[config.mk]
export PLATFORM = sky130hd
export DESIGN_NAME = uart_tx
export DESIGN_NICKNAME = d
export VERILOG_FILES = /design/src/common/hack_pkg.sv /design/src/hw/uart_tx.sv
export SDC_FILE = /design/constraint.sdc
export NUM_CORES = 1
export LEC_CHECK = 0
export ABC_AREA = 1
export BUFFER_PORTS_ARGS = -buffer_cell sky130_fd_sc_hd__buf_2
export CELL_PAD_IN_SITES_DETAIL_PLACEMENT = 1
export CELL_PAD_IN_SITES_GLOBAL_PLACEMENT = 2
export CORE_MARGIN = 5
export CORE_UTILIZATION = 36
export CTS_CLUSTER_SIZE = 25
export DETAILED_ROUTE_END_ITERATION = 8
export GPL_TIMING_DRIVEN = 0
export PLACE_DENSITY = 0.93
export SYNTH_ARGS = -nofsm -noshare
export SYNTH_HDL_FRONTEND = slang
export SYNTH_SLANG_ARGS = --single-unit
export TNS_END_PERCENT = 20
[constraint.sdc]
create_clock -name CLK -period 4.3 [get_ports CLK]
set_input_delay 0 -clock CLK [delete_from_list [all_inputs] [get_ports CLK]]
set_output_delay 0 -clock CLK [all_outputs]
set_load 0.01 [all_outputs]
[src/common/hack_pkg.sv]
package hack_pkg;

  //////////////////////////////////////////////////////////////////////
  // Words, addresses and memory size
  //////////////////////////////////////////////////////////////////////

  typedef logic [15:0] word_t;
  typedef logic [14:0] addr_t;

  // 32K words in each memory
  localparam int mem_depth = 32768;

  // One instruction word, read as A form or C form
  // Top bit picks the form: 0 for A, 1 for C
  typedef union packed {
    struct packed {
      logic        op;
      logic [14:0] value;
    } a_instr;
    struct packed {
      logic       op;
      logic [1:0] unused;
      // Selects M instead of A as the y operand
      logic       a;
      // zx nx zy ny f no
      logic [5:0] alu;
      // A D M
      logic [2:0] dest;
      // lt eq gt
      logic [2:0] jump;
    } c_instr;
  } hack_instr_t;

  //////////////////////////////////////////////////////////////////////
  // Boot image and SPI flash
  //////////////////////////////////////////////////////////////////////

  // Words in the program image
  localparam int boot_words = 16;

  localparam logic [23:0] flash_read_offset = 24'h100000;
  localparam logic [7:0]  flash_reset_cmd_1 = 8'h66;
  localparam logic [7:0]  flash_reset_cmd_2 = 8'h99;
  localparam logic [7:0]  flash_read_cmd    = 8'h03;

  // System clocks per SCK half period
  localparam int flash_half_period = 8;
  // Idle clocks with ssb high after the reset commands
  localparam int flash_reset_wait  = 400;

  // Loader phases
  localparam logic [2:0] ph_reset_1   = 3'd0;
  localparam logic [2:0] ph_reset_2   = 3'd1;
  localparam logic [2:0] ph_wait      = 3'd2;
  localparam logic [2:0] ph_read_cmd  = 3'd3;
  localparam logic [2:0] ph_read_data = 3'd4;
  localparam logic [2:0] ph_done      = 3'd5;

  // Loader frame states
  localparam logic [1:0] fr_select   = 2'd0;
  localparam logic [1:0] fr_shift    = 2'd1;
  localparam logic [1:0] fr_stop     = 2'd2;
  localparam logic [1:0] fr_unselect = 2'd3;

  //////////////////////////////////////////////////////////////////////
  // Run loop and UART
  //////////////////////////////////////////////////////////////////////

  // Data address mirrored to the UART
  localparam addr_t tx_address = 15'd24577;

  // UART bit time in system clocks
  localparam int clocks_per_bit = 104;

  // Sequencer states
  localparam logic [3:0] sq_idle    = 4'd0;
  localparam logic [3:0] sq_fetch   = 4'd1;
  localparam logic [3:0] sq_operand = 4'd2;
  localparam logic [3:0] sq_instr   = 4'd3;
  localparam logic [3:0] sq_in_m    = 4'd4;
  localparam logic [3:0] sq_step    = 4'd5;
  localparam logic [3:0] sq_capture = 4'd6;
  localparam logic [3:0] sq_write   = 4'd7;
  localparam logic [3:0] sq_send    = 4'd8;
  localparam logic [3:0] sq_busy    = 4'd9;

endpackage

[src/hw/uart_tx.sv]
module uart_tx (
  input  logic       CLK,
  input  logic       rst_n,
  input  logic       send,
  input  logic [7:0] data,
  output logic       busy,
  output logic       tx
);
  import hack_pkg::*;

  logic [$clog2(clocks_per_bit)-1:0] baud_cnt;
  logic [3:0]                        bit_cnt;
  // Data bits LSB first, then the stop bit
  logic [8:0]                        frame;

  always_ff @(posedge CLK) begin
    if (!rst_n) begin
      busy     <= 1'b0;
      tx       <= 1'b1;
      baud_cnt <= '0;
      bit_cnt  <= '0;
    end else if (!busy) begin
      if (send) begin
        // Start bit goes out right away
        tx       <= 1'b0;
        frame    <= {1'b1, data};
        busy     <= 1'b1;
        baud_cnt <= '0;
        bit_cnt  <= '0;
      end
    end else if (int'(baud_cnt) == clocks_per_bit - 1) begin
      baud_cnt <= '0;
      if (bit_cnt == 4'd9) begin
        // Stop bit has run its full time
        busy <= 1'b0;
      end else begin
        tx      <= frame[0];
        frame   <= frame >> 1;
        bit_cnt <= bit_cnt + 1'b1;
      end
    end else begin
      baud_cnt <= baud_cnt + 1'b1;
    end
  end

endmodule

=== After elaboration in Yosys (flattened, before gate mapping) ===
Cells that the tools add are included.
W data, S select, Z words.

* Output and inout bits: 2
* Logic and storage cells: 33
* Bits in registers: 22
* Bits of input ports: 11

* Add/sub/neg operators: 2
* Reduce and logical (&&, ||, !) cells: 3
* Multiplexer cells: 19
* Equality and inequality tests: 4

{| class="wikitable"
|+ Operators by type and width
! operator !! count
|-
| $mux W9 || 4
|-
| $mux W7 || 3
|-
| $mux W4 || 4
|-
| $mux W1 || 8
|-
| $add A7 B1 Y7 const B || 1
|-
| $eq A7 B6 Y1 const B || 1
|-
| $add A4 B1 Y4 const B || 1
|-
| $eq A4 B4 Y1 const B || 1
|-
| $reduce_and A4 Y1 || 1
|-
| $reduce_and A3 Y1 || 1
|-
| $ne A2 B1 Y1 const B || 1
|-
| $ne A2 B2 Y1 const B || 1
|-
| $reduce_bool A2 Y1 || 1
|}

=== Depth between registers and ports, before layout ===
* Depth in word-level cells: 4
* Gate-level depth with buffers: 9
* Gate-level depth less buffers: 9

=== Least setup slack after synthesis ===
Ideal clock, no wire load.

* Path kind: register to register
* From: register baud_cnt[0]
* To: register frame[0], enable pin
* Data arrival time: 1.168 ns
* Setup slack: 2.807 ns
* Path buffers: 0
* Cell stages (with the launch flop): 8
* Library setup time: 0.326 ns
* Clock period less this slack: 1.493 ns
* Path through: dfxtp_1 -> ha_1 -> nand2_4 -> nor2_1 -> nand2_1 -> nand2_4 -> nand2_4 -> nor2_4

* Cells in the longest elaborated chain, start to end: 3

{| class="wikitable"
|+ RTL lines
! what !! line !! source
|-
| start: declaration || uart_tx.sv:11 || <nowiki>logic [$clog2(clocks_per_bit)-1:0] baud_cnt;</nowiki>
|-
| start signal: assignment || uart_tx.sv:42 || <nowiki>baud_cnt <= baud_cnt + 1'b1;</nowiki>
|-
| $eq A7 B6 Y1 || uart_tx.sv:31 || <nowiki>end else if (int'(baud_cnt) == clocks_per_bit - 1) begin</nowiki>
|-
| $ne A2 B1 Y1 (no source line) || - ||
|-
| $reduce_and A4 Y1 (no source line) || - ||
|-
| end signal: assignment || uart_tx.sv:26 || <nowiki>frame <= {1'b1, data};</nowiki>
|-
| end signal: assignment || uart_tx.sv:38 || <nowiki>frame <= frame >> 1;</nowiki>
|-
| end: declaration || uart_tx.sv:14 || <nowiki>logic [8:0] frame;</nowiki>
|}

Every way passes these cells.
A chain may end at the register's enable or synchronous reset.

=== Worst setup path after layout ===
* From: register baud_cnt[0]
* To: register frame[3], enable pin

Same word-level chain as after synthesis.

==> metrics.txt <==
largest net degree at the start of global routing=14; Least-Margin Pin Slew=396 ps; Area growth syn-to-layout=23.7%; gr usage total=12.9%; CP Capture Type=flip-flop; DRC=0; quantity of I/O buffers inserted on ports=12; via count=992; routed len/inst=12.4 microns; critical path launch point type=flip-flop; CTS tree=done; final net count=180; final worst setup slack=2560 ps; post-route insts no fill=209; RSZ-0062 raised after global routing=no; Crit path top cell by count=nand2_4; synth unique cells=20; Die X=66.1 microns; Clk pin slew, worst setup/hold paths=130 ps; Max clock buf depth=2; post-route ant nets=0; Core ar.=0.00303 sq mm; Final Wtd Congestion=0.740; critical-path maximum fanout=10; Power Density=320 mW/mm^2; Die H=66.1 microns; # clock sinks=22; Slew HR=73.4%; warnings from Yosys=0; Starting Density=37.4%; IO Pins=13; Seq cells post-synth=22; Die ar.=0.00436 sq mm; Pwr Total=0.448 mW; worst setup path class=flip-flop to flip-flop; worst skew pair latency=320 ps; CTS Root Cell=clkbuf_4; Hold WS=482 ps; Final Slew Violations=0; CP cell instances=ha_1 -> nand2_4 -> nor2_1 -> nand2_1 -> nand2_4 -> nand2_4 -> nor2_4; Final TNS setup=0 ps; post-DR vias/cell=4.75; total grt overflow=0; Setup Skew=8.76 ps; initial antenna violation count=0; final hold violations=0; first-pass GRT wire length=4310 microns; outcome=finished, final reports clean; number of setup buffers added after CTS=0; layout cells sized above 1=17.0%; vias in the first global route=982; FMAX=575 MHz; Post-Syn Instances=139; Final Cycle Share=40.5%; detailed placer's ending HPWL=1830 microns; number of diodes=0; syn_area_per_cell=8.14 sq um; Initial DRC Count=56; CP max stage cell=dfxtp_1; Setup Viol. Count Final=0; Req. time, crit path=4300 ps; Pleak=0.573 nW; Worst Hold Class=input pin to flip-flop; drt first pass iters=4; H-tree Lvls=1; Post-Route WL=2600 microns; Critical Path AT=1740 ps; sequential area share after synthesis=46.9%; slowest stage delay, CP=440 ps; number of max-cap violations=0; Post-Syn Area=0.00113 sq mm; placed cells=195; IR drop worst, VDD=165 uV; # rows=20; Setup WS pre-CTS=2580 ps; total CTS buffers=3; Syn Nets=153; min Tclk post-route=1740 ps
==> timing repair <==
item,in CTS,in global routing
gates resized for setup,0,0
hold endpoints to repair,15,0
hold buffers,10,0
==> state kept, by name (all words and copies together) (netlist names) <==
name	flops
busy	1
tx	1
baud_cnt	7
frame	9
bit_cnt	4
==> area by class of cell <==
type                    count  area [sq um]
fillers                   366          1630
multi-input cells         102           532
flip-flops and latches     22           531
repair buffers             22           160
well taps                  44          55.1
inverters                  12          45.0
clock inverters             1          30.0
plain buffers               3          23.8
clock buffers               3          22.5
==> placed cells by master (no fill, tap or decap), drive strengths merged, types with 3 or more instances in the layout <==
| master | instances |
|---|---|
| nand3 | 14 |
| nor2 | 12 |
| inv | 11 |
| ha | 3 |
| o21ai | 4 |
| a21oi | 10 |
| buf | 15 |
| nand4 | 5 |
| nand2 | 52 |
| clkbuf | 3 |
| dlygate4sd3 | 10 |
| edfxtp | 9 |
| dfxtp | 13 |
==> worst max-delay path, delay by kind of cell (launching register included) <==
family / cells / cell delay (ps)
adders and majority gates: 1 / 280
DFF: 1 / 440
and+or+nand+nor: 6 / 700
==> metal layers <==
metal	share of wire, %	vias up	global-route usage (%)
met4	1.2	0	3.81
li1	-	508	-
met3	3.0	5	2.55
met2	52	14	23.2
met5	0	-	0
met1	44	465	15.4
==> final timing paths <==
path               startpoint          end  slack, ps  depth (start not counted)
hold reg to reg   baud_cnt[1]  baud_cnt[1]        500                          2
hold / removal        data[4]     frame[4]        480                          4
setup / recovery  baud_cnt[0]     frame[3]       2560                          7
setup reg to reg  baud_cnt[0]     frame[3]       2560                          7
==> synthesized netlist by cell type, drive strengths merged <==
cell / n / area (sq um)
nand2: 52 / 223
clkinv: 1 / 3.75
dfxtp: 13 / 260
a211oi: 1 / 7.51
buf: 3 / 23.8
inv: 11 / 41.3
nor2: 12 / 83.8
ha: 3 / 37.5
nand4: 5 / 31.3
nand3: 14 / 70.1
o21ai: 4 / 20.0
a21oi: 10 / 50.1
edfxtp: 9 / 270
xnor2: 1 / 8.76
==> where the power goes <==
part | leakage, nW | switching (mW) | internal [mW]
Sequential | 0.190 | 0.00494 | 0.227
Clock | 0.0279 | 0.0675 | 0.0943
Combinational | 0.355 | 0.0313 | 0.0229
==> through the flow <==
| step | utilization (%) | area, sq um |
|---|---|---|
| 2_1_floorplan | - | 1130 |
| 3_3_place_gp | 41.2 | 1250 |
| 3_5_place_dp | 41.2 | 1250 |
| 4_1_cts | 46.2 | 1400 |
| 5_1_grt | 46.2 | 1400 |
| 6_report | 46.2 | 1400 |
==> logic make-up after synthesis <==
logic type      count (synthesis)  share of synthesized area [%]
simple gates                   83                           36.1
flops                          22                           46.9
compound gates                 15                           6.86
buf+inv                        15                           6.08
fa+ha+maj                       3                           3.32
xor+xnor                        1                          0.774
No activity file was read; power rests on OpenSTA's default activity.
