`config.mk`:
```
export PLATFORM = sky130hd
export DESIGN_NAME = hack_cpu
export DESIGN_NICKNAME = d
export VERILOG_FILES = /design/src/common/hack_pkg.sv /design/src/hw/cpu/hack_cpu.sv
export SDC_FILE = /design/constraint.sdc
export NUM_CORES = 1
export LEC_CHECK = 0
export ABC_CLOCK_PERIOD_IN_PS = 14600
export BUFFER_PORTS_ARGS = -buffer_cell sky130_fd_sc_hd__buf_4
export CORE_ASPECT_RATIO = 0.75
export CORE_MARGIN = 3
export CORE_UTILIZATION = 45
export CTS_CLUSTER_DIAMETER = 60
export DETAILED_ROUTE_END_ITERATION = 7
export PLACE_DENSITY = 0.69
export RECOVER_POWER = 100
export SLEW_MARGIN = 40
export SYNTH_ARGS = -nofsm -noshare
export SYNTH_HDL_FRONTEND = slang
export SYNTH_SLANG_ARGS = --single-unit
```
`constraint.sdc`:
```
create_clock -name CLK -period 14.6 [get_ports CLK]
set_input_delay 1.46 -clock CLK [delete_from_list [all_inputs] [get_ports CLK]]
set_output_delay 1.46 -clock CLK [all_outputs]
set_load 0.05 [all_outputs]
```
`src/common/hack_pkg.sv`:
```
package hack_pkg;

  //////////////////////////////////////////////////////////////////////
  // Words, addresses and memory size
  //////////////////////////////////////////////////////////////////////

  typedef logic [15:0] word_t;
  typedef logic [14:0] addr_t;

  // 32K words in each memory
  localparam int mem_depth = 32768;

  // One instruction word, read as A form or C form
  // Top bit picks the form: 0 for A, 1 for C
  typedef union packed {
    struct packed {
      logic        op;
      logic [14:0] value;
    } a_instr;
    struct packed {
      logic       op;
      logic [1:0] unused;
      // Selects M instead of A as the y operand
      logic       a;
      // zx nx zy ny f no
      logic [5:0] alu;
      // A D M
      logic [2:0] dest;
      // lt eq gt
      logic [2:0] jump;
    } c_instr;
  } hack_instr_t;

  //////////////////////////////////////////////////////////////////////
  // Boot image and SPI flash
  //////////////////////////////////////////////////////////////////////

  // Words in the program image
  localparam int boot_words = 16;

  localparam logic [23:0] flash_read_offset = 24'h100000;
  localparam logic [7:0]  flash_reset_cmd_1 = 8'h66;
  localparam logic [7:0]  flash_reset_cmd_2 = 8'h99;
  localparam logic [7:0]  flash_read_cmd    = 8'h03;

  // System clocks per SCK half period
  localparam int flash_half_period = 8;
  // Idle clocks with ssb high after the reset commands
  localparam int flash_reset_wait  = 400;

  // Loader phases
  localparam logic [2:0] ph_reset_1   = 3'd0;
  localparam logic [2:0] ph_reset_2   = 3'd1;
  localparam logic [2:0] ph_wait      = 3'd2;
  localparam logic [2:0] ph_read_cmd  = 3'd3;
  localparam logic [2:0] ph_read_data = 3'd4;
  localparam logic [2:0] ph_done      = 3'd5;

  // Loader frame states
  localparam logic [1:0] fr_select   = 2'd0;
  localparam logic [1:0] fr_shift    = 2'd1;
  localparam logic [1:0] fr_stop     = 2'd2;
  localparam logic [1:0] fr_unselect = 2'd3;

  //////////////////////////////////////////////////////////////////////
  // Run loop and UART
  //////////////////////////////////////////////////////////////////////

  // Data address mirrored to the UART
  localparam addr_t tx_address = 15'd24577;

  // UART bit time in system clocks
  localparam int clocks_per_bit = 104;

  // Sequencer states
  localparam logic [3:0] sq_idle    = 4'd0;
  localparam logic [3:0] sq_fetch   = 4'd1;
  localparam logic [3:0] sq_operand = 4'd2;
  localparam logic [3:0] sq_instr   = 4'd3;
  localparam logic [3:0] sq_in_m    = 4'd4;
  localparam logic [3:0] sq_step    = 4'd5;
  localparam logic [3:0] sq_capture = 4'd6;
  localparam logic [3:0] sq_write   = 4'd7;
  localparam logic [3:0] sq_send    = 4'd8;
  localparam logic [3:0] sq_busy    = 4'd9;

endpackage

```
`src/hw/cpu/hack_cpu.sv`:
```
module hack_cpu (
  input  logic                  CLK,
  input  logic                  rst_n,
  input  logic                  step,
  input  hack_pkg::hack_instr_t instruction,
  input  hack_pkg::word_t       in_m,
  output hack_pkg::word_t       out_m,
  output logic                  write_m,
  output hack_pkg::addr_t       address_m,
  output hack_pkg::addr_t       pc
);
  import hack_pkg::*;

  word_t      a_reg;
  word_t      d_reg;
  logic       is_c;
  logic [5:0] alu_ctl;
  logic [2:0] dest;
  logic [2:0] jmp;
  word_t      x;
  word_t      y;
  word_t      alu_out;
  logic       zr;
  logic       ng;
  logic       take_jump;

  //////////////////////////////////////////////////////////////////////
  // Decode and ALU
  //////////////////////////////////////////////////////////////////////

  assign is_c    = instruction.c_instr.op;
  assign alu_ctl = instruction.c_instr.alu;
  assign dest    = instruction.c_instr.dest;
  assign jmp     = instruction.c_instr.jump;

  // Hack ALU: zero and negate each input, add or and, negate result
  always_comb begin
    x = d_reg;
    y = instruction.c_instr.a ? in_m : a_reg;
    if (alu_ctl[5]) x = '0;
    if (alu_ctl[4]) x = ~x;
    if (alu_ctl[3]) y = '0;
    if (alu_ctl[2]) y = ~y;
    alu_out = alu_ctl[1] ? (x + y) : (x & y);
    if (alu_ctl[0]) alu_out = ~alu_out;
  end

  assign zr = (alu_out == '0);
  assign ng = alu_out[15];

  // lt, eq, gt against the ALU result
  assign take_jump = is_c && ((jmp[2] && ng) || (jmp[1] && zr) || (jmp[0] && !ng && !zr));

  // Memory side, sampled by the sequencer in the step cycle
  assign out_m     = alu_out;
  assign write_m   = is_c && dest[0];
  assign address_m = a_reg[14:0];

  //////////////////////////////////////////////////////////////////////
  // Register update
  //////////////////////////////////////////////////////////////////////

  always_ff @(posedge CLK) begin
    if (!rst_n) begin
      a_reg <= '0;
      d_reg <= '0;
      pc    <= '0;
    end else if (step) begin
      if (!is_c) begin
        a_reg <= {1'b0, instruction.a_instr.value};
      end else begin
        if (dest[2]) a_reg <= alu_out;
        if (dest[1]) d_reg <= alu_out;
      end
      // Jump target is A as it was before this step
      pc <= take_jump ? a_reg[14:0] : pc + 1'b1;
    end
  end

endmodule

```
; ---- Word-level counts from Yosys, hierarchy flattened
; Cells that the tools add are included.
; W data, S select, Z words.
[totals]
inputBits = 35
mem_bits_ro = 0
out_inout_bits = 47
memories = 0
regBits = 47
ramBits = 0
latch_bits = 0
[op_classes]
bitwise_logic = 4
n_mul = 0
shift = 0
muxes = 10
n_reduce_logical = 13
eq_ne = 1
n_lt_le_gt_ge = 0
div_mod_pow = 0
add_sub_neg = 2
[ops]
columns = op, count
row1 = $mux W16, 9
row2 = $not A16 Y16, 3
row3 = $add A16 B16 Y16, 1
row4 = $and A16 B16 Y16, 1
row5 = $logic_not A16 Y1, 1
row6 = $add A15 B1 Y15 const B, 1
row7 = $mux W15, 1
row8 = $logic_and A1 B1 Y1, 6
row9 = $reduce_and A3 Y1, 1
row10 = $logic_not A1 Y1, 2
row11 = $logic_or A1 B1 Y1, 2
row12 = $ne A2 B2 Y1 const B, 1
row13 = $reduce_and A2 Y1, 1

; ---- Longest topological paths before layout
[depth]
ltp_word = 14
mapped_depth = 18

; ---- Least setup slack after synthesis
; OpenSTA, ideal clock, no wires.
[synth_timing]
kind = input -> output
start = input port instruction[12] in the netlist's numbering
end = output port out_m[15]
required_ps = 13140
arrival_ps = 5160
cell_stages = 13
path_slack_ps = 7980
path_cell_list = clkbuf_1 > clkbuf_1 > mux2i_1 > nor2_1 > xor2_1 > ha_1 > clkbuf_1 > nand4_1 > a21oi_1 > a211oi_1 > or3_1 > a31oi_1 > xor2_1
[synth_via]
elab_chain_cells = 8
word_cells_on_any_way = 9
cone_classes = add/sub (1) / mux (5) / bitwise (3)
[synth_lines]
columns = element, line_no
row1 = "start, declared", hack_cpu.sv:5  ; input hack_pkg::hack_instr_t instruction,
row2 = $mux W16 *, hack_cpu.sv:39  ; y = instruction.c_instr.a ? in_m : a_reg;
row3 = $mux W16 *, hack_cpu.sv:42  ; if (alu_ctl[3]) y = '0;
row4 = $not A16 Y16, hack_cpu.sv:43  ; if (alu_ctl[2]) y = ~y;
row5 = $mux W16 *, hack_cpu.sv:43
row6 = $add A16 B16 Y16 or $and A16 B16 Y16 (tied branches), hack_cpu.sv:44  ; alu_out = alu_ctl[1] ? (x + y) : (x & y);
row7 = $mux W16 *, hack_cpu.sv:44
row8 = $not A16 Y16, hack_cpu.sv:45  ; if (alu_ctl[0]) alu_out = ~alu_out;
row9 = $mux W16 *, hack_cpu.sv:45
row10 = "end, declared", hack_cpu.sv:7  ; output hack_pkg::word_t out_m,
; Every way passes the cells marked *; elsewhere a longest branch is shown, timed or not.

; ---- Worst setup path in the final report
[layout_timing]
start = input port instruction[12] in the netlist's numbering
end = register pc[11]
[layout_via]
elab_chain_cells = 14
word_cells_on_any_way = 20
cone_classes = add/sub (1) / mux (6) / bitwise (3) / reduce/logical (10)
[layout_lines]
columns = element, line_no
row1 = $mux W16 *, hack_cpu.sv:39
row2 = $mux W16 *, hack_cpu.sv:42
row3 = $not A16 Y16, hack_cpu.sv:43
row4 = $mux W16 *, hack_cpu.sv:43
row5 = $add A16 B16 Y16 or $and A16 B16 Y16 (tied branches), hack_cpu.sv:44
row6 = $mux W16 *, hack_cpu.sv:44
row7 = $not A16 Y16, hack_cpu.sv:45
row8 = $mux W16 *, hack_cpu.sv:45
row9 = $logic_not A16 Y1 or $logic_not A1 Y1 (tied branches), "hack_cpu.sv:48, hack_cpu.sv:52"
row10 = $logic_and A1 B1 Y1 or $logic_not A1 Y1 (tied branches), hack_cpu.sv:52  ; assign take_jump = is_c && ((jmp[2] && ng) || (jmp[1] && zr) || (jmp[0] && !ng && !zr));
row11 = $logic_or A1 B1 Y1 or $logic_and A1 B1 Y1 (tied branches), hack_cpu.sv:52
row12 = $logic_or A1 B1 Y1 *, hack_cpu.sv:52
row13 = $logic_and A1 B1 Y1 *, hack_cpu.sv:52
row14 = $mux W15 *, hack_cpu.sv:76  ; pc <= take_jump ? a_reg[14:0] : pc + 1'b1;
row15 = "end signal, assigned", hack_cpu.sv:76
row16 = "end, declared", hack_cpu.sv:10  ; output hack_pkg::addr_t pc
; Marked as above.
; A chain may end at the register's enable or synchronous reset.

==> impl_results.md <==
* Register area share after synthesis at 20.3%
* Worst-path fanout max at 40
* Syn Std Cell Area at 0.00464 mm2
* FF+latch area at 941 um2
* Cts bufs inserted at 5
* Worst-margin pin slew at 1.61 ns
* Clock Latency Late Sink at 0.29 ns
* Nets at 675
* HP Class: flip-flop to flip-flop
* Crit path kind: primary input to flip-flop
* Iter 0 DRT Violations at 403
* Setup TNS at 0 ns
* Post-DP HPWL at 9.64 mm
* CTS resizes at 0
* Setup violations, final at 0
* Final instance area at 0.00505 mm2
* Antenna Cells at 0
* CP required at 14.81 ns
* CP endpoint kind: flip-flop
* Pre-Repair DR Iteration Count at 5
* PwrDens at 102 mW/mm2
* Fill count at 1039
* Critical path startpoint category: primary input
* Syn Nets at 645
* Max-cap violations at 1
* Top-area cell type share of the netlist area at 20.3%
* Largest net degree at the start of global routing at 54
* Syn Inst Count at 592
* Root Driver: clkbuf_16
* Mean cell area of the mapped netlist at 7.85 um2
* Hold slack final at 0.459 ns
* Most frequent cells in the layout: nand2_1 (60), clkbuf_1 (50), nor2_1 (47), dfxtp_1 (47)
* Yosys warning total at 0
* Util after Layout at 51.3%
* Syn-to-layout area delta at 8.76%
* Critical path arrival at 8.27 ns
* Most common cell after layout, fill and taps aside: nand2_1
* Vias in the first global route at 4262
* Die height at 94.0 um
* Row count at 31
* CTS tree: yes
* Number of post-CTS setup repair buffers at 0
* Asr flop ratio synth at 0%
* Routed vias at 4559
* Placed Cells incl. Taps at 747
* Clock tree sinks at 47
* RD Place Congestion at 0.864
* DRT Wirelength at 13.1 mm
* Failing checks: capacitance limit, slew limit
* Wire length of the first global-routing pass at 21.3 mm
* Clock Path Buffers at 2
* Slowest CP cell: clkbuf_1
* Setup Skew at 0.00546 ns
* Die ar. at 0.0116 mm2
* Non-filler cells, final at 755
* Post-DRT Antenna Nets at 0
* CP cell instances: clkbuf_1 -> mux2i_1 -> nor2_1 -> xor2_1 -> ha_1 -> fa_1 -> a21o_1 -> a221oi_1 -> a221o_1 -> nand3_1 -> or4_1 -> or4_1 -> or3_1 -> a211oi_4 -> clkbuf_1 -> nand4b_1 -> a31oi_1
* Seq cells post-synth at 47
* Grt ovf at 0
* Area leader, netlist: dfxtp_1
* Post-synth EDFFs at 0
* Main synth FF type: dfxtp_1
* Final worst path period need at 8.06 ns
* Area of the multi-input gates at 0.00335 mm2
* H-tree Lvls at 2
* Core area at 0.00985 mm2
* Status: complete, but fails checks
* Final hold vios at 0
* Static leakage at 1.92 nW
* Peak supply drop at 0.0000675 V
* Remaining DRCs at 0
* # IOs at 82
* Tcrit/Tclk final at 55.2%
* Area after DPL at 0.00511 mm2
* Die width at 123 um
* Slew margin rel. at -7.37%
* Final-report max-slew violation count at 41
* Hold buffers post-CTS at 0
* Vias per cell at 6.04
* Layout cells sized above 1 at 8.19%
* I/O Buffers at 81
* Max stage delay on crit path at 1.19 ns
* Max Freq at 0.124 GHz
* Synth area leaders: dfxtp_1 (20%), mux2i_1 (7.1%), nand2_1 (4.8%)
* Starting density of the core at 47.1%
* DR WL/cell at 17.3 um
* Count of cell types in the netlist at 72
* Unrepaired setup endpoints after global routing: false
* Clk slew on worst S/H paths at 0.07 ns
* Initial antenna violation count at 0
* Gr usage total at 22.6%
==> cells by family (layout without fill, tap and decap cells) <==
kind of cell    after synthesis  after routing  synth area share [%]
compound gates              137            137                  22.7
xor+xnor                     41             41                  7.73
fa+ha+maj                    18             18                  5.01
buf+inv                      66             97                  7.54
flops                        47             47                  20.3
mux                          34             34                  7.35
simple gates                249            249                  29.4
==> power breakdown <==
group / internal [W] / switching [W]
Sequential: 0.000137 / 0.00000835
Combinational: 0.0000801 / 0.000178
Clock: 0.0000633 / 0.0000510
Total: 0.000280 / 0.000237
==> critical path: cells and delay by family <==
family                     cells  cell delay (ns)
AOI/OAI and AO/OA              5             1.59
xor gates and xnor gates       1             0.15
adders and majority gates      2             0.71
buffers and inverters          2             2.05
muxes                          1             0.28
and+or+nand+nor                6             2.01
==> per-stage QoR <==
step                      power (W)  setup WS [ns]
final                      0.000518           6.54
after global routing       0.000545           6.09
after CTS                  0.000534           8.38
after detailed placement   0.000420           8.13
after global placement     0.000415           8.18
after floorplan            0.000355           7.98
==> cells in the mapped netlist, types with 3 or more instances <==
| cell | count |
|---|---|
| nor3b_1 | 8 |
| o31a_1 | 3 |
| or4_1 | 4 |
| nand3_1 | 11 |
| o21a_1 | 4 |
| a21o_1 | 6 |
| buf_4 | 17 |
| nor2b_1 | 7 |
| xnor2_1 | 22 |
| o211ai_1 | 7 |
| o21ai_0 | 5 |
| buf_6 | 4 |
| ha_1 | 17 |
| and3_1 | 14 |
| nand2b_1 | 25 |
| a211oi_1 | 17 |
| xor2_1 | 19 |
| a21boi_0 | 13 |
| dfxtp_1 | 47 |
| or3_1 | 8 |
| mux2i_1 | 33 |
| a21oi_1 | 18 |
| o31ai_1 | 4 |
| nand3b_1 | 20 |
| nand2_1 | 60 |
| nor3_1 | 6 |
| and2_1 | 10 |
| inv_1 | 6 |
| nand4_1 | 5 |
| a31oi_1 | 14 |
| clkbuf_1 | 29 |
| buf_2 | 7 |
| nand4b_1 | 13 |
| nor2_1 | 47 |
| a2bb2oi_1 | 11 |
==> cell type report <==
class	instances	share of cell area [%]
clock inverter	2	0.248
tap	132	3.27
clock buffer	6	2.55
timing repair buffer	82	8.55
sequential	47	18.6
multi-input combinational	479	66.2
inverter	7	0.520
==> worst paths after layout <==
kind                         from       end  slack, ns  cells after the start
setup / recovery  instruction[12]    pc[11]       6.54                     17
hold / removal           d_reg[0]  d_reg[0]       0.46                      2
setup reg to reg         a_reg[0]    pc[11]       8.35                     16
hold reg to reg          d_reg[0]  d_reg[0]       0.46                      2
==> routing by layer <==
metal	GRT usage, %	wire length (um)	part of all wire (%)
met5	0	0	0
met4	3.78	119	0.91
met3	3.49	780	6.0
met2	35.9	5910	45
met1	32.8	6240	48
Power figures use the tool's default switching activity.
