### src/common/hack_pkg.sv
package hack_pkg;

  //////////////////////////////////////////////////////////////////////
  // Words, addresses and memory size
  //////////////////////////////////////////////////////////////////////

  typedef logic [15:0] word_t;
  typedef logic [14:0] addr_t;

  // 32K words in each memory
  localparam int mem_depth = 32768;

  // One instruction word, read as A form or C form
  // Top bit picks the form: 0 for A, 1 for C
  typedef union packed {
    struct packed {
      logic        op;
      logic [14:0] value;
    } a_instr;
    struct packed {
      logic       op;
      logic [1:0] unused;
      // Selects M instead of A as the y operand
      logic       a;
      // zx nx zy ny f no
      logic [5:0] alu;
      // A D M
      logic [2:0] dest;
      // lt eq gt
      logic [2:0] jump;
    } c_instr;
  } hack_instr_t;

  //////////////////////////////////////////////////////////////////////
  // Boot image and SPI flash
  //////////////////////////////////////////////////////////////////////

  // Words in the program image
  localparam int boot_words = 16;

  localparam logic [23:0] flash_read_offset = 24'h100000;
  localparam logic [7:0]  flash_reset_cmd_1 = 8'h66;
  localparam logic [7:0]  flash_reset_cmd_2 = 8'h99;
  localparam logic [7:0]  flash_read_cmd    = 8'h03;

  // System clocks per SCK half period
  localparam int flash_half_period = 8;
  // Idle clocks with ssb high after the reset commands
  localparam int flash_reset_wait  = 400;

  // Loader phases
  localparam logic [2:0] ph_reset_1   = 3'd0;
  localparam logic [2:0] ph_reset_2   = 3'd1;
  localparam logic [2:0] ph_wait      = 3'd2;
  localparam logic [2:0] ph_read_cmd  = 3'd3;
  localparam logic [2:0] ph_read_data = 3'd4;
  localparam logic [2:0] ph_done      = 3'd5;

  // Loader frame states
  localparam logic [1:0] fr_select   = 2'd0;
  localparam logic [1:0] fr_shift    = 2'd1;
  localparam logic [1:0] fr_stop     = 2'd2;
  localparam logic [1:0] fr_unselect = 2'd3;

  //////////////////////////////////////////////////////////////////////
  // Run loop and UART
  //////////////////////////////////////////////////////////////////////

  // Data address mirrored to the UART
  localparam addr_t tx_address = 15'd24577;

  // UART bit time in system clocks
  localparam int clocks_per_bit = 104;

  // Sequencer states
  localparam logic [3:0] sq_idle    = 4'd0;
  localparam logic [3:0] sq_fetch   = 4'd1;
  localparam logic [3:0] sq_operand = 4'd2;
  localparam logic [3:0] sq_instr   = 4'd3;
  localparam logic [3:0] sq_in_m    = 4'd4;
  localparam logic [3:0] sq_step    = 4'd5;
  localparam logic [3:0] sq_capture = 4'd6;
  localparam logic [3:0] sq_write   = 4'd7;
  localparam logic [3:0] sq_send    = 4'd8;
  localparam logic [3:0] sq_busy    = 4'd9;

endpackage

### src/common/prog_mem_if.sv
interface prog_mem_if;
  import hack_pkg::*;

  // One requester's view of program memory
  addr_t addr;
  word_t wdata;
  logic  we;
  // Registered read data, one clock after addr
  word_t rdata;

  modport requester (
    output addr, wdata, we,
    input  rdata
  );

  modport arbiter (
    input  addr, wdata, we,
    output rdata
  );

endinterface

### src/hw/cpu/cpu_sequencer.sv
module cpu_sequencer (
  input  logic                  CLK,
  input  logic                  rst_n,
  input  logic                  run,
  prog_mem_if.requester         prog,
  output hack_pkg::addr_t       data_addr,
  output hack_pkg::word_t       data_wdata,
  output logic                  data_we,
  input  hack_pkg::word_t       data_rdata,
  output hack_pkg::hack_instr_t instruction,
  output hack_pkg::word_t       in_m,
  output logic                  step,
  input  hack_pkg::word_t       out_m,
  input  logic                  write_m,
  input  hack_pkg::addr_t       address_m,
  input  hack_pkg::addr_t       pc,
  output logic                  send,
  output logic [7:0]            tx_data,
  input  logic                  busy
);
  import hack_pkg::*;

  logic [3:0] state;

  // Program memory is read only from this side
  assign prog.wdata = '0;
  assign prog.we    = 1'b0;

  always_ff @(posedge CLK) begin
    if (!rst_n) begin
      state   <= sq_idle;
      step    <= 1'b0;
      send    <= 1'b0;
      data_we <= 1'b0;
    end else begin
      step <= 1'b0;
      send <= 1'b0;
      case (state)
        sq_idle: begin
          if (run) state <= sq_fetch;
        end
        sq_fetch: begin
          prog.addr <= pc;
          state     <= sq_operand;
        end
        sq_operand: begin
          // A is stable between steps, so address_m is the operand
          data_addr <= address_m;
          state     <= sq_instr;
        end
        sq_instr: begin
          instruction <= prog.rdata;
          state       <= sq_in_m;
        end
        sq_in_m: begin
          in_m  <= data_rdata;
          state <= sq_step;
        end
        sq_step: begin
          step  <= 1'b1;
          state <= sq_capture;
        end
        sq_capture: begin
          // CPU outputs are valid while step is high
          data_addr  <= address_m;
          data_wdata <= out_m;
          data_we    <= write_m;
          state      <= sq_write;
        end
        sq_write: begin
          data_we <= 1'b0;
          if (data_we && data_addr == tx_address) begin
            // Only the low byte goes out
            send    <= 1'b1;
            tx_data <= data_wdata[7:0];
            state   <= sq_send;
          end else begin
            state <= sq_fetch;
          end
        end
        sq_send: begin
          // busy shows up the clock after send
          state <= sq_busy;
        end
        sq_busy: begin
          if (!busy) state <= sq_fetch;
        end
        default: state <= sq_idle;
      endcase
    end
  end

endmodule

### src/flat_wrapper.sv
// flat-port wrapper written by rule: the top's interface ports become plain ports
module cpu_sequencer_flat import hack_pkg::*;
  (CLK, rst_n, run, data_addr, data_wdata, data_we, data_rdata, instruction, in_m, step, out_m, write_m, address_m, pc, send, tx_data, busy, prog_addr, prog_wdata, prog_we, prog_rdata);
  prog_mem_if prog_i ();
  input  logic CLK;
  input  logic rst_n;
  input  logic run;
  output hack_pkg::addr_t data_addr;
  output hack_pkg::word_t data_wdata;
  output logic data_we;
  input  hack_pkg::word_t data_rdata;
  output hack_pkg::hack_instr_t instruction;
  output hack_pkg::word_t in_m;
  output logic step;
  input  hack_pkg::word_t out_m;
  input  logic write_m;
  input  hack_pkg::addr_t address_m;
  input  hack_pkg::addr_t pc;
  output logic send;
  output logic [7:0] tx_data;
  input  logic busy;
  output wire logic [$bits(prog_i.addr)-1:0] prog_addr;
  output wire logic [$bits(prog_i.wdata)-1:0] prog_wdata;
  output wire logic [$bits(prog_i.we)-1:0] prog_we;
  input wire logic [$bits(prog_i.rdata)-1:0] prog_rdata;
  assign prog_addr = prog_i.addr;
  assign prog_wdata = prog_i.wdata;
  assign prog_we = prog_i.we;
  assign prog_i.rdata = prog_rdata;
  cpu_sequencer u_core (.CLK(CLK), .rst_n(rst_n), .run(run), .prog(prog_i), .data_addr(data_addr), .data_wdata(data_wdata), .data_we(data_we), .data_rdata(data_rdata), .instruction(instruction), .in_m(in_m), .step(step), .out_m(out_m), .write_m(write_m), .address_m(address_m), .pc(pc), .send(send), .tx_data(tx_data), .busy(busy));
endmodule
### config.mk
export PLATFORM = sky130hd
export DESIGN_NAME = cpu_sequencer_flat
export DESIGN_NICKNAME = d
export VERILOG_FILES = /design/src/common/hack_pkg.sv /design/src/common/prog_mem_if.sv /design/src/hw/cpu/cpu_sequencer.sv /design/src/flat_wrapper.sv
export SDC_FILE = /design/constraint.sdc
export NUM_CORES = 1
export LEC_CHECK = 0
export BUFFER_PORTS_ARGS = -buffer_cell sky130_fd_sc_hd__clkbuf_2
export CELL_PAD_IN_SITES_DETAIL_PLACEMENT = 0
export CELL_PAD_IN_SITES_GLOBAL_PLACEMENT = 1
export CORE_UTILIZATION = 33
export DETAILED_ROUTE_END_ITERATION = 10
export PLACE_DENSITY = 0.77
export SLEW_MARGIN = 20
export SYNTH_ARGS = -nofsm -noshare
export SYNTH_HDL_FRONTEND = slang
export SYNTH_SLANG_ARGS = --single-unit
### constraint.sdc
create_clock -name CLK -period 3.5 [get_ports CLK]
set_input_delay 0 -clock CLK [delete_from_list [all_inputs] [get_ports CLK]]
set_output_delay 0 -clock CLK [all_outputs]
set_load 0.05 [all_outputs]
### Word level (Yosys, flattened, before mapping)

Index checks and enable logic that the tools add are counted.

* $add $sub $neg: 0
* multipliers: 0
* divide/modulo/power cells: 0
* $lt $le $gt $ge: 0
* equal/unequal tests: 12
* shifts and indexed selects: 0
* multiplexer cells: 7
* bitwise gates (word level): 0
* reductions and logical operators: 12

Operator list (count)
* $pmux 4 s10: 1
* $eq 4x3->1 const B: 4
* $eq 15x15->1 const B: 1
* $reduce_and 2->1: 7
* $mux 4: 3
* $eq 4x2->1 const B: 2
* $eq 4x4->1 const B: 2
* $eq 4x1->1 const B: 1
* $logic_not 4->1: 1
* $ne 2x2->1 const B: 2
* $reduce_and 3->1: 1
* $mux 1: 2
* $pmux 1 s2: 1
* $reduce_bool 2->1: 1
* $reduce_or 2->1: 1
* $logic_and 1x1->1: 1

* bits in registers: 93
* latch bits: 0
* RAM bits: 0
* bits in read-only memories: 0
* input bits: 83
* output and inout port bits: 106
* memories kept: 0

### Depth between registers and ports, before layout

* depth after elaboration: 4
* mapped depth: 4
* gate-level depth less buffers: 3

### Least setup slack after synthesis

Ideal clock, no wire load.

* path type: reg2reg
* start point: reg u_core.state[0]
* end point: reg u_core.in_m[0] (enable)
* setup time: 436 ps
* arrival: 2376 ps
* setup slack: 688 ps
* stages on the path, launching flop included: 5
* path buffers: 1
* period minus slack after synthesis: 2812 ps
* cell sequence: dfxtp_1 clkbuf_1 inv_1 nand2_1 nor4b_1

* word-level cells in the longest chain between the ends: 2

RTL lines
* start, declared: line cpu_sequencer.sv:23 `logic [3:0] state;`
* start signal, assigned: line cpu_sequencer.sv:31 `state <= sq_idle;`
* start signal, assigned: line cpu_sequencer.sv:40 `if (run) state <= sq_fetch;`
* start signal, assigned: line cpu_sequencer.sv:44 `state <= sq_operand;`
* $eq 4x3->1: line cpu_sequencer.sv:38 `case (state)`
* $reduce_and 2->1 (no line)
* end signal, assigned: line cpu_sequencer.sv:56 `in_m <= data_rdata;`
* end, declared: line cpu_sequencer.sv:11 `output hack_pkg::word_t in_m,`

No other way between the ends.
A chain may end at the register's enable or synchronous reset.

### Final worst setup path

* start point: reg u_core.data_addr[3]
* end point: reg u_core.tx_data[7] (enable)

* word-level cells in the longest chain between the ends: 3

RTL lines
* start, declared: line cpu_sequencer.sv:6 `output hack_pkg::addr_t data_addr,`
* start signal, assigned: line cpu_sequencer.sv:48 `data_addr <= address_m;`
* start signal, assigned: line cpu_sequencer.sv:65 `data_addr <= address_m;`
* $eq 15x15->1: line cpu_sequencer.sv:72 `if (data_we && data_addr == tx_address) begin`
* $logic_and 1x1->1: line cpu_sequencer.sv:72
* $reduce_and 3->1 (no line)
* end signal, assigned: line cpu_sequencer.sv:75 `tx_data <= data_wdata[7:0];`
* end, declared: line cpu_sequencer.sv:18 `output logic [7:0] tx_data,`

No other way between the ends.

==> metrics.md <==
| Metric | Value |
|---|---|
| Worst Tran Pin Value | `a little over 0.7 ns` |
| Fraction of layout cells with a size suffix above 1 | `a little under half` |
| Vertical extent of the die | `98.91 µm` |
| Later-pin clock latency in the skew report | `0.34 ns` |
| Flip-flop cell with the highest count after synthesis | `sky130_fd_sc_hd__edfxtp_1` |
| Cell with the most instances after synthesis | `sky130_fd_sc_hd__edfxtp_1` |
| Cell-by-cell listing of the critical path | `nor4b_1, nand4_1, nor2_1` |
| Max-capacitance violation count | `0` |
| Worst stage delay on the critical path | `0.55 ns` |
| Setup-failing EPs final | `0` |
| Cell internal pwr | `1.756 mW` |
| Syn avg cell area | `20.39 µm²` |
| Clock slew at reported path FFs | `0.08 ns` |
| Most frequent cells after synthesis | `86 x sky130_fd_sc_hd__edfxtp_1, 17 x sky130_fd_sc_hd__buf_4, 9 x sky130_fd_sc_hd__nor2_1` |
| Wirelength per Cell | `approximately 14 µm` |
| Maximum frequency from static timing analysis | `between 0.5 and 0.6 GHz` |
| Synthesized area | `0.003099 mm²` |
| Half-perimeter wire length after placement | `4782 µm` |
| Drt pass-1 iters | `4` |
| Arrival time at the worst endpoint | `around 1.9 ns` |
| Maximum fanout along the worst path | `8` |
| I/O Pins | `189` |
| Kind of cell adding the most delay to the critical path | `simple AND/OR/NAND/NOR gates` |
| Clock tree from TritonCTS | `done` |
| Startpoint kind of the worst setup timing path | `flop` |
| Clock tree sinks | `93` |
| Pin count of the biggest net entering global routing | `17` |
| Biggest area consumer among synthesized cells | `sky130_fd_sc_hd__edfxtp_1` |
| Unrepaired setup endpoints after global routing | `no` |
| Clk buf depth | `2` |
| Worst max-slew margin expressed relative to the limit | `51.59%` |
| Die area | `0.009783 mm²` |
| Final Max Tran Viols | `0` |
| Buffers inserted during post-CTS setup optimization | `0` |
| Peak ir drop on the vdd network | `234.6 µV` |
| Detailed-route via count | `2239` |
| Critical-path cell with the highest stage delay | `sky130_fd_sc_hd__nor2_1` |
| DRC | `0` |
| Area of the core region | `0.008891 mm²` |
| First-pass GRT wire length | `11000 µm` |
| Number of buffers added by the clock tree synthesis step | `9` |
| Final worst path period share | `55.58%` |
| Buffers on Ports | `~170` |
| Initial Utilization | `34.86%` |
| Area occupied by multi-input gates | `between 300 and 400 µm²` |
| Sequential share of the synthesized area | `between 80 and 90%` |
| Worst EP required | `3.48 ns` |
| Number of cells produced by synthesis | `152` |
| Combined flip-flop and latch cell area | `0.002723 mm²` |
| Number of synthesized flops with an enable pin | `86` |
| Lkg Pwr | `around 2.1 nW` |
| Antenna violations before repair | `0` |
| H-tree levels | `3` |
| Final clock skew | `between 0.007 and 0.008 ns` |
| Yosys synthesis warning count | `0` |
| Starting DRT DRC Count | `64` |
| Vias per inst | `4.257` |
| Clock root buffer | `sky130_fd_sc_hd__clkbuf_8` |
| Area added between synthesis and finish | `63.18%` |
| Sequential share of power | `55.0%` |
| Path type of the worst min-delay path | `primary input to flop` |
| Share of synthesized flip-flops with an asynchronous set or reset | `0%` |
| Die X | `98.91 µm` |
| Proportion of netlist area held by the largest area contributor | `83.33%` |
| Share of total power in combinational logic | `12.3%` |
| Count of nets left with antenna violations after detail routing | `0` |
| Bufs and invs on worst path | `0` |
| CTS hold repair buffers | `80` |
| Total Nets Final | `496` |
| Setup crit end kind | `flop` |
| Power density relative to cell area | `451.4 mW/mm²` |
| Clock share of power | `32.7%` |
| Switching part of the total power | `23.09%` |
| Synth Register Bits | `93` |
| Total wire length | `7410 µm` |
| FILL cells | `692` |
| Total power | `about 2.3 mW` |
| Status | `completed` |
| Global placement routability congestion | `just over 0.7` |
| Aggregate global-route resource usage | `between 15 and 20%` |
| Final critical path time including I/O delays and setup | `1.945 ns` |
| Yosys cell types | `28` |
| Top area cells in the synthesized netlist | `sky130_fd_sc_hd__edfxtp_1 83%, sky130_fd_sc_hd__dfxtp_1 4.5%, sky130_fd_sc_hd__buf_4 4.1%, sky130_fd_sc_hd__nor2_1 1.1%, sky130_fd_sc_hd__nor4b_1 0.85%` |
| Hold Worst Slack | `roughly 0.050 ns` |
| Number of instances resized during post-cts repair | `0` |
| Net switching component of the power | `0.5272 mW` |
| Final number of hold-violating endpoints | `0` |
| Std-Cell Rows | `34` |
| Final setup TNS | `0 ns` |
| Vias in the first global route | `about 2300` |
| Antenna cells | `0` |
| Kind of critical path | `flop to flop` |
| Global route overflow | `0` |
## area by class of cell
cell class,count,share of cell area [%]
flip-flops and latches,93,53.83
repair buffers,255,33.35
multi-input cells,53,5.962
clock buffers,12,2.672
well taps,108,2.672
clock inverters,4,1.435
inverters,1,0.07422
## placed cells by master (no fill, tap or decap), types with 3 or more instances in the layout
cell type                       netlist  final
sky130_fd_sc_hd__clkbuf_2             0    171
sky130_fd_sc_hd__edfxtp_1            86     86
sky130_fd_sc_hd__dlygate4sd3_1        0     80
sky130_fd_sc_hd__conb_1               1     17
sky130_fd_sc_hd__clkbuf_8             0      9
sky130_fd_sc_hd__nor2_1               9      8
sky130_fd_sc_hd__dfxtp_1              7      7
sky130_fd_sc_hd__buf_4               17      4
sky130_fd_sc_hd__nand2_1              3      3
sky130_fd_sc_hd__clkbuf_1             2      3
## registers in the layout (all words and copies together), names as in the netlist
| signal | count |
|---|---|
| u_core.instruction | 16 |
| u_core.data_addr | 15 |
| u_core.data_wdata | 16 |
| u_core.state | 4 |
| u_core.tx_data | 8 |
| u_core.step | 1 |
| u_core.in_m | 16 |
| u_core.data_we | 1 |
| u_core.send | 1 |
| u_core.prog.addr | 15 |
## through the flow
step	utilization, %	std cells	worst slack (ns)	cell area (µm²)
global route	56.88	526	1.431	5057
global placement	45.51	430	1.594	4046
finish	56.88	526	1.555	5057
detailed placement	45.51	430	1.471	4046
floorplan	-	168	0.6882	3159
CTS	56.85	526	1.464	5055
## metal layers
metal / wire length [µm] / track usage (%) / vias up / share of wire [%]
met3: 574 / 5.106 / 17 / 7.7
met5: 0 / 0 / - / 0
met1: 2657 / 14.61 / 1049 / 36
met4: 189 / 7.807 / 0 / 2.6
li1: - / - / 1060 / -
met2: 3988 / 28.78 / 113 / 54
## power by group through the flow
stage / logic [mW] / registers, mW / clock network, mW
finish: 0.281 / 1.26 / 0.747
global route: 0.295 / 1.26 / 0.823
CTS: 0.278 / 1.26 / 0.777
detailed placement: 0.207 / 1.28 / 0
global placement: 0.204 / 1.28 / 0
floorplan: 0.0879 / 1.34 / 0
## final timing paths
path / slack (ns) / endpoint / depth (start not counted) / startpoint
worst max-delay path: 1.55 / u_core.tx_data[7]$_DFFE_PP_ / 3 / u_core.data_addr[3]$_DFFE_PP_
worst min-delay path: 0.05 / u_core.data_we$_SDFFE_PN0P_ / 3 / write_m
worst max register to register: 1.55 / u_core.tx_data[7]$_DFFE_PP_ / 3 / u_core.data_addr[3]$_DFFE_PP_
worst min register to register: 0.45 / u_core.tx_data[2]$_DFFE_PP_ / 0 / u_core.data_wdata[2]$_DFFE_PP_
## logic make-up after synthesis
logic type      after synthesis  share of synthesized area [%]
compound gates                5                          1.252
xor+xnor                      2                         0.5653
buf+inv                      22                          5.006
flops                        93                          87.85
other cells                   1                         0.1210
simple gates                 29                          5.208
## worst min-delay path, stage by stage
cell                       delay [ns]
sky130_fd_sc_hd__clkbuf_2        0.08
sky130_fd_sc_hd__nor3b_1         0.16
sky130_fd_sc_hd__o21a_1          0.12
Power figures use the tool's default switching activity.
